## src/mutex_pkg.sv

```systemverilog
/*
 * mutex bank shared definitions
 * lock word layout, per-stage pipeline payloads and the bus widths
 * that the arbiter, lock table and ack stage all agree on
 */
package mutex_pkg;

	// ============================================================
	// widths
	// ============================================================

	localparam int ADDR_W = 11;
	localparam int DATA_W = 32;
	localparam int NUM_PORTS = 2;

	// the word index is cut from the address starting at ADDR_LSB
	localparam int MAX_INDEX_W = 5;
	localparam int ADDR_LSB = 2;

	// port 0 is number 0 and port 1 is number 1
	typedef logic [3:0] port_id_t;

	// ============================================================
	// lock word
	// ============================================================

	// lock in bit 0, tag in bits 16..1, owner in bits 20..17
	typedef struct packed {
		logic [10:0] spare;
		port_id_t owner;
		logic [15:0] tag;
		logic lock;
	} lock_fields_t;

	// the bus sees raw data while the table looks at the fields
	typedef union packed {
		logic [DATA_W-1:0] raw;
		lock_fields_t fields;
	} mutex_word_u;

	// ============================================================
	// stage payloads
	// ============================================================

	// one port's request as seen on its bus pins
	typedef struct packed {
		logic sel;
		logic wr;
		logic [ADDR_W-1:0] addr;
		mutex_word_u wdata;
	} bus_req_t;

	// captured access handed from the arbiter to the table
	typedef struct packed {
		logic valid;
		port_id_t port;
		logic wr;
		logic [MAX_INDEX_W-1:0] index;
		mutex_word_u wdata;
	} grant_t;

	// post-access word handed from the table to the ack stage
	typedef struct packed {
		logic valid;
		port_id_t port;
		mutex_word_u rdata;
	} resp_t;

endpackage
```

## src/mutex_bank.sv

```systemverilog
/*
 * mutex bank top level
 * two bus ports share a table of lock words through a three stage
 * pipeline: arbiter, lock table and ack stage
 */
`timescale 1ns/10ps

module mutex_bank
	import mutex_pkg::*;
#(
	parameter int MUTEX_COUNT = 32
)
(
	input logic clk,
	input logic rst,

	// port 0
	input logic cs0,
	input logic cyc0,
	input logic stb0,
	input logic we0,
	input logic [ADDR_W-1:0] adr0,
	input logic [DATA_W-1:0] dat_i0,
	output logic ack0,
	output logic [DATA_W-1:0] dat_o0,

	// port 1
	input logic cs1,
	input logic cyc1,
	input logic stb1,
	input logic we1,
	input logic [ADDR_W-1:0] adr1,
	input logic [DATA_W-1:0] dat_i1,
	output logic ack1,
	output logic [DATA_W-1:0] dat_o1
);

	bus_req_t req0;
	bus_req_t req1;
	grant_t grant;
	resp_t resp;
	logic [NUM_PORTS-1:0] done;

	// ============================================================
	// request packing
	// ============================================================

	// a port only requests while cs, cyc and stb are all high
	assign req0.sel = cs0 && cyc0 && stb0;
	assign req0.wr = we0;
	assign req0.addr = adr0;
	assign req0.wdata.raw = dat_i0;

	assign req1.sel = cs1 && cyc1 && stb1;
	assign req1.wr = we1;
	assign req1.addr = adr1;
	assign req1.wdata.raw = dat_i1;

	// ============================================================
	// pipeline
	// ============================================================

	mutex_port_arbiter #(
		.MUTEX_COUNT(MUTEX_COUNT)
	) u_arb (
		.clk(clk),
		.rst(rst),
		.req0(req0),
		.req1(req1),
		.done(done),
		.grant(grant)
	);

	mutex_table #(
		.MUTEX_COUNT(MUTEX_COUNT)
	) u_table (
		.clk(clk),
		.rst(rst),
		.grant(grant),
		.resp(resp)
	);

	// the ack stage closes the loop back to the arbiter through done
	mutex_ack_gen u_ack (
		.clk(clk),
		.rst(rst),
		.resp(resp),
		.req0(req0),
		.req1(req1),
		.ack0(ack0),
		.ack1(ack1),
		.dat_o0(dat_o0),
		.dat_o1(dat_o1),
		.done(done)
	);

endmodule

```

## src/mutex_ack_gen.sv

```systemverilog
/*
 * mutex bank ack stage, third pipeline stage
 * registers ack and read data for the granted port, holds them while
 * the port keeps its request up and pulses done when it lets go
 */
`timescale 1ns/10ps

module mutex_ack_gen
	import mutex_pkg::*;
(
	input logic clk,
	input logic rst,
	input resp_t resp,
	input bus_req_t req0,
	input bus_req_t req1,
	output logic ack0,
	output logic ack1,
	output logic [DATA_W-1:0] dat_o0,
	output logic [DATA_W-1:0] dat_o1,
	output logic [NUM_PORTS-1:0] done
);

	logic [NUM_PORTS-1:0] sel;
	logic [NUM_PORTS-1:0] ack_q;
	logic [NUM_PORTS-1:0] done_q;
	logic [DATA_W-1:0] dat_q [NUM_PORTS];

	assign sel = {req1.sel, req0.sel};

	// ============================================================
	// per port ack and data hold
	// ============================================================

	for (genvar p = 0; p < NUM_PORTS; p++)
	begin : g_port
		logic hit;

		// the response is meant for this port
		assign hit = resp.valid && (resp.port == port_id_t'(p));

		always_ff @(posedge clk)
		begin
			if (rst)
			begin
				ack_q[p] <= 1'b0;
				done_q[p] <= 1'b0;
				dat_q[p] <= '0;
			end
			else
			begin
				done_q[p] <= 1'b0;
				if (hit)
				begin
					ack_q[p] <= 1'b1;
					dat_q[p] <= resp.rdata.raw;
				end
				else if (ack_q[p] && !sel[p])
				begin
					// stb fell, so release the bus and tell the arbiter
					ack_q[p] <= 1'b0;
					dat_q[p] <= '0;
					done_q[p] <= 1'b1;
				end
			end
		end
	end

	assign ack0 = ack_q[0];
	assign ack1 = ack_q[1];
	assign dat_o0 = dat_q[0];
	assign dat_o1 = dat_q[1];
	assign done = done_q;

endmodule

```

## src/mutex_table.sv

```systemverilog
/*
 * mutex bank lock table, second pipeline stage
 * holds the lock words, applies the ownership rule to writes and
 * passes the word as it stands after the access to the ack stage
 */
`timescale 1ns/10ps

module mutex_table
	import mutex_pkg::*;
#(
	parameter int MUTEX_COUNT = 32
)
(
	input logic clk,
	input logic rst,
	input grant_t grant,
	output resp_t resp
);

	localparam int IDX_W = $clog2(MUTEX_COUNT);

	// ============================================================
	// storage
	// ============================================================

	// every word clears to zero, so all mutexes start unlocked
	mutex_word_u words [MUTEX_COUNT];

	logic [IDX_W-1:0] idx;
	mutex_word_u cur_word;
	mutex_word_u next_word;

	// ============================================================
	// commit rule
	// ============================================================

	// stored word is free, or already belongs to the writer
	logic owner_ok;
	// the written owner field must name the writing port
	logic claim_ok;
	logic commit;

	// registered response
	logic resp_valid;
	port_id_t resp_port;
	mutex_word_u resp_word;

	// the arbiter has already masked the index to the table depth
	assign idx = grant.index[IDX_W-1:0];
	assign cur_word = words[idx];

	assign owner_ok = !cur_word.fields.lock || (cur_word.fields.owner == grant.port);
	assign claim_ok = grant.wdata.fields.owner == grant.port;
	assign commit = grant.valid && grant.wr && owner_ok && claim_ok;

	// the whole written word is kept, spare bits and tag included
	// a read or a refused write hands back the stored word untouched
	assign next_word = commit ? grant.wdata : cur_word;

	always_ff @(posedge clk)
	begin
		if (rst)
		begin
			for (int i = 0; i < MUTEX_COUNT; i++)
			begin
				words[i] <= '0;
			end
			resp_valid <= 1'b0;
		end
		else
		begin
			// resp valid trails grant valid by exactly one edge
			resp_valid <= grant.valid;
			if (commit)
			begin
				words[idx] <= grant.wdata;
			end
		end
	end

	// the master compares owner and lock here with what it wrote
	// to learn whether it won the mutex
	always_ff @(posedge clk)
	begin
		if (grant.valid)
		begin
			resp_port <= grant.port;
			resp_word <= next_word;
		end
	end

	assign resp.valid = resp_valid;
	assign resp.port = resp_port;
	assign resp.rdata = resp_word;

endmodule

```

## src/mutex_port_arbiter.sv

```systemverilog
/*
 * mutex bank arbiter, first pipeline stage
 * qualifies each port's select, grants one port with fixed priority
 * for port 0 and captures its access until the holder releases
 */
`timescale 1ns/10ps

module mutex_port_arbiter
	import mutex_pkg::*;
#(
	parameter int MUTEX_COUNT = 32
)
(
	input logic clk,
	input logic rst,
	input bus_req_t req0,
	input bus_req_t req1,
	input logic [NUM_PORTS-1:0] done,
	output grant_t grant
);

	// keeps the index inside the table depth
	localparam logic [MAX_INDEX_W-1:0] INDEX_MASK = MAX_INDEX_W'(MUTEX_COUNT - 1);

	// busy stays set from the grant until the holder's release pulse
	logic busy;
	port_id_t holder;
	logic free;
	logic start;

	// the request that wins this cycle
	bus_req_t pick;
	port_id_t pick_port;

	// captured access
	logic grant_valid;
	logic grant_wr;
	logic [MAX_INDEX_W-1:0] grant_index;
	mutex_word_u grant_wdata;

	// ============================================================
	// selection
	// ============================================================

	// a release from the holder frees the arbiter on the same edge,
	// so a waiting port gets its grant without a dead cycle
	assign free = !busy || done[holder[0]];
	assign start = free && (req0.sel || req1.sel);

	// port 0 always wins a tie
	assign pick = req0.sel ? req0 : req1;
	assign pick_port = req0.sel ? port_id_t'(0) : port_id_t'(1);

	always_ff @(posedge clk)
	begin
		if (rst)
		begin
			busy <= 1'b0;
			holder <= '0;
			grant_valid <= 1'b0;
		end
		else
		begin
			// grant valid is a single cycle strobe
			grant_valid <= start;
			if (start)
			begin
				busy <= 1'b1;
				holder <= pick_port;
			end
			else if (free)
			begin
				busy <= 1'b0;
			end
		end
	end

	// access fields only load with a new grant
	always_ff @(posedge clk)
	begin
		if (start)
		begin
			grant_wr <= pick.wr;
			grant_index <= pick.addr[ADDR_LSB +: MAX_INDEX_W] & INDEX_MASK;
			grant_wdata <= pick.wdata;
		end
	end

	assign grant.valid = grant_valid;
	assign grant.port = holder;
	assign grant.wr = grant_wr;
	assign grant.index = grant_index;
	assign grant.wdata = grant_wdata;

endmodule

```

## config.mk

```make
export PLATFORM = sky130hd
export DESIGN_NAME = mutex_bank
export DESIGN_NICKNAME = d
export VERILOG_FILES = /design/src/mutex_pkg.sv /design/src/mutex_bank.sv /design/src/mutex_ack_gen.sv /design/src/mutex_table.sv /design/src/mutex_port_arbiter.sv
export SDC_FILE = /design/constraint.sdc
export NUM_CORES = 2
export LEC_CHECK = 0
export BUFFER_PORTS_ARGS = -buffer_cell sky130_fd_sc_hd__buf_2
export CAP_MARGIN = 10
export CORE_ASPECT_RATIO = 1.2
export CORE_MARGIN = 2
export CORE_UTILIZATION = 60
export CTS_CLUSTER_DIAMETER = 120
export DETAILED_ROUTE_END_ITERATION = 8
export PLACE_DENSITY_LB_ADDON = 0.15
export SYNTH_ARGS = -nofsm -noshare
export SYNTH_HDL_FRONTEND = slang
export SYNTH_SLANG_ARGS = --single-unit
export TNS_END_PERCENT = 30
```

## constraint.sdc

```tcl
create_clock -name clk -period 6.7 [get_ports clk]
set_input_delay 1.005 -clock clk [delete_from_list [all_inputs] [get_ports clk]]
set_output_delay 1.005 -clock clk [all_outputs]
set_load 0.005 [all_outputs]
```

# ---- Word level (Yosys, flattened, before mapping)
# Memories as Yosys holds them, arrays and structs flattened. A register that Yosys moved wholly into a read port is not among the register bits.
# Cells that the tools add are included.
dict set report word_totals {
  reg_bits 85
  ram_bits 1088
  input_bits 96
  out_inout_bits 66
  word_cells 85
  mem_count 2
}
dict set report op_classes {
  magnitude_cmp 1
  n_eq_ne 3
  n_mux 38
  bitwise 4
  reduce_logical 24
}
# memory depth word_bits read_ports rd_clocked_by_memory_dff wr line
set mem_list {}
lappend mem_list {u_table.words 32 32 1 1 32 mutex_table.sv:27} ;# mutex_word_u words [MUTEX_COUNT];
lappend mem_list {u_ack.dat_q 2 32 2 0 2 mutex_ack_gen.sv:26} ;# logic [DATA_W-1:0] dat_q [NUM_PORTS];
# operator count
set op_table {}
lappend op_table {{two-way mux 32 bit} 6}
lappend op_table {{two-way mux 44 bit} 1}
lappend op_table {{OR reduction 32 bit} 1}
lappend op_table {{two-way mux 1 bit} 29}
lappend op_table {{logical AND 1 bit} 12}
lappend op_table {{two-way mux 5 bit} 2}
lappend op_table {{equality test 4 bit} 2}
lappend op_table {{nonzero test 2 bit} 3}
lappend op_table {{equality test 4 x 1 -> 1 bit, second input constant} 1}
lappend op_table {{zero test 1 bit} 4}
lappend op_table {{zero test 4 bit} 1}
lappend op_table {{OR 1 bit} 4}
lappend op_table {{logical OR 1 bit} 3}
lappend op_table {{less-than comparator 1 x 2 -> 1 bit, second input constant} 1}

# ---- Logic depth before layout (Yosys ltp)
dict set report depth {
  depth_word 9
  depth_mapped 14
  mapped_depth_nobuf 7
}

# ---- By module
# A second synthesis with hierarchy kept.
dict set report hier_totals {
  cells_unflattened 3588
  hier_area_um2 51568.2
}
# module instances cells_per_inst area_each_um2
set by_module_without_submodules {}
lappend by_module_without_submodules {mutex_table 1 3327 47209.0}
lappend by_module_without_submodules {mutex_ack_gen 1 160 2583.7}
lappend by_module_without_submodules {mutex_port_arbiter 1 99 1762.9}
lappend by_module_without_submodules {mutex_bank 1 2 12.5}

# ---- Least setup slack after synthesis
# No wires, ideal clock.
dict set report synth_timing {
  path_kind {reg2reg}
  from {register (tool-made name)}
  to {memory u_table.words[30][0] (netlist name) (enable)}
  setup_time_ns 0.428
  arrival_ns 4.246
  required_ns 6.272
  setup_slack_ns 2.026
  path_stages_with_launch 14
  n_path_buf 7
  synth_period_minus_slack_ns 4.674
  path_cell_list {dfxtp_1 clkbuf_1 buf_1 buf_2 mux2i_1 nand2_1 a31oi_1 nand3_1 o32a_1 buf_2 buf_6 buf_6 buf_2 o21bai_1}
}
# element line
set synth_lines {}
lappend synth_lines {{to (decl)} mutex_table.sv:27}

==> impl_metrics.ini <==
[floorplan]
dieArea_sq_um = 88800
die_y_microns = 326
die_w_microns = 272
core_area_sq_um = 85900
rows = 118
ios = 162
initial_core_util_pct = 60.3

[cells_and_area]
postLayoutCellArea_sq_um = 57700
fin_util_pct = 67.1
nets = 3571
n_fill_cell = 5866
area_growth_pct = 11.3
drive_gt1_share_pct = 23.4

[global_routing]
grt_use_total_pct = 32.0
grt_pass1_vias = 32465
antenna_found_initial = 6
overflow = 0
grt_start_max_net_pins = 210
grt_pass1_wl_mm = 207

[placed_design]
io_buffers = 149
place.gp.congestion = 0.848
dpl.hpwl_mm = 78.4
placed_area_sq_um = 54000

[sta]
fmax_mhz = 184
worst_slew_pin_slew_ns = 1.28
fin_worst_skew_ns = 0.0296
final-hold-violation-count = 0
min_period_ns = 5.45
slew-limit-headroom_pct = 14.7
finalCritPeriodShare_pct = 81.3
final-max-slew-violation-count = 0
setup_viol = 0
rsz0062_at_grt = false
fin_setup_tns_ns = 0

[clocking]
cts_hold_buf = 0
post_cts_buffers = 0
cts_tree = done
root_buffer = clkbuf_16
cts-resized-gates = 0
cts-buffers-inserted = 111
clock-sinks = 1172
cts.clk_slew.worst_paths_ns = 0.06
cts_htree_levels = 3
worstSkewPairLatency_ns = 0.70
clk_path_buf_depth = 3

[worst_setup_path]
cp.required_ns = 7.08
worstSetupEndpointType = flop
start_kind = flop
max_stage_delay_ns = 0.93
cp_max_fo = 92
worstPathArrival_ns = 5.83
crit_chain = buf_4 > mux2i_1 > a22oi_1 > a31oi_1 > nand3b_1 > o32a_2 > buf_4 > buf_4 > nor3_1
crit_slowest_cell = dfxtp_4
cp_common_cell = buf_4
critPathKind = flop to flop
crit_family = buffers and inverters
crit_buf_inv = 3

[pwr]
leakagePower_uw = 0.0187
finalPower_uw = 16400
power.density_nw_per_um2 = 284
peakVddDrop_v = 0.000217

[routing]
wl_mm = 140
drt-initial-drc-count = 4160
ant_nets = 0
avgViaCountPerCell = 6.81
dr.pass1.iters = 5
wire_per_inst_microns = 29.7
vias = 32025
drcViolationCount = 0

[synthesis]
synth_top_area_share_pct = 67.1
synthFlopType = edfxtp_1
avgSynthCellArea_sq_um = 15.2
synth.distinct_cells = 40
ys_warn_count = 0
yosysSeqAreaShare_pct = 67.7
synth_area_leader_cell = edfxtp_1
synth-seq-cells = 1172
syn_inst = 3402
synth_edf_count = 1159
syn_area_sq_um = 51800
async_reset_ff_share_pct = 0
synth_area_leaders = edfxtp_1 (67%), mux4_2 (12%), nor3_1 (9.0%)

[run_status]
status = completed

[flow_run]
drv_cap = 0

[worst_hold_path]
hp-class = flop to flop
[synthesized netlist by cell type (all sizes together), types with 6 or more instances]
library cell,instances
a21oi,9
a22oi,17
and2,67
and3,6
buf,162
clkbuf,210
dfxtp,13
edfxtp,1159
mux2,101
mux2i,57
mux4,284
nand2,285
nand2b,7
nand3,9
nor2,7
nor2b,12
nor3,930
o21bai,34
[flip-flops by register name, summed over array words and instances, names as in the netlist, 2 cells and up, named ones only]
| signal | cells |
|---|---|
| u_ack.done | 2 |
| u_arb.grant_index | 5 |
| u_table.resp_word | 32 |
| u_table.words | 1024 |
| u_arb.grant_wdata | 32 |
| u_ack.dat_q | 64 |
[cells by family after synthesis]
group	synth area share (%)
buffers and inverters	3.14
muxes	15.6
AOI/OAI and AO/OA	1.01
other	0.00724
xor gates and xnor gates	0.0338
and+or+nand+nor	12.5
DFF	67.7
[worst paths after layout]
check / slack [ns] / from / cells after the start / to
max: 1.25 / flop / 9 / u_table.words[25][8]
min: 0.54 / u_table.resp_word[17] / 1 / u_ack.dat_q[0][17]
max reg2reg: 1.25 / flop / 9 / u_table.words[25][8]
min reg2reg: 0.54 / u_table.resp_word[17] / 1 / u_ack.dat_q[0][17]
[area by class of cell]
| cell class | instances | area [sq um] | share of cell area [%] |
|---|---|---|---|
| tap | 1140 | 1430 | 2.47 |
| sequential | 1172 | 35100 | 60.8 |
| inverter | 1 | 3.75 | 0.00651 |
| clock inverter | 66 | 768 | 1.33 |
| antenna | 3 | 7.51 | 0.0130 |
| clock buffer | 135 | 2890 | 5.01 |
| multi-input combinational | 1952 | 15900 | 27.6 |
| timing repair buffer | 237 | 1580 | 2.74 |
[through the flow]
stage	hold WS (ns)	setup slack [ns]	std cells
finish	0.537	1.25	4706
global route	0.565	0.994	4703
CTS	0.530	1.40	4703
detailed placement	0.521	1.39	4502
global placement	0.501	1.52	4502
floorplan	0.473	2.03	3497
[placed cells by master (no fill, tap or decap), drive strengths merged, types with 57 or more instances in the layout]
cell type / n
nand2: 285
buf: 237
edfxtp: 1159
clkbuf: 135
conb: 96
nor3: 930
mux2i: 57
mux4: 284
and2: 67
mux2: 101
[metal layers]
metal	up-vias	wire [microns]	part of all wire, %	track usage (%)
met3	352	15700	11	6.04
met1	16045	49800	36	43.2
met2	2188	68700	49	52.2
met4	8	5590	4.0	12.5
li1	13432	-	-	-
met5	-	50	0.036	0
[power by group]
group / internal, uW / switching [uW] / total [uW]
Clock: 3710 / 2690 / 6400
Combinational: 584 / 869 / 1450
Sequential: 8330 / 178 / 8510
Total: 12600 / 3740 / 16400
No activity file was read; power rests on OpenSTA's default activity.
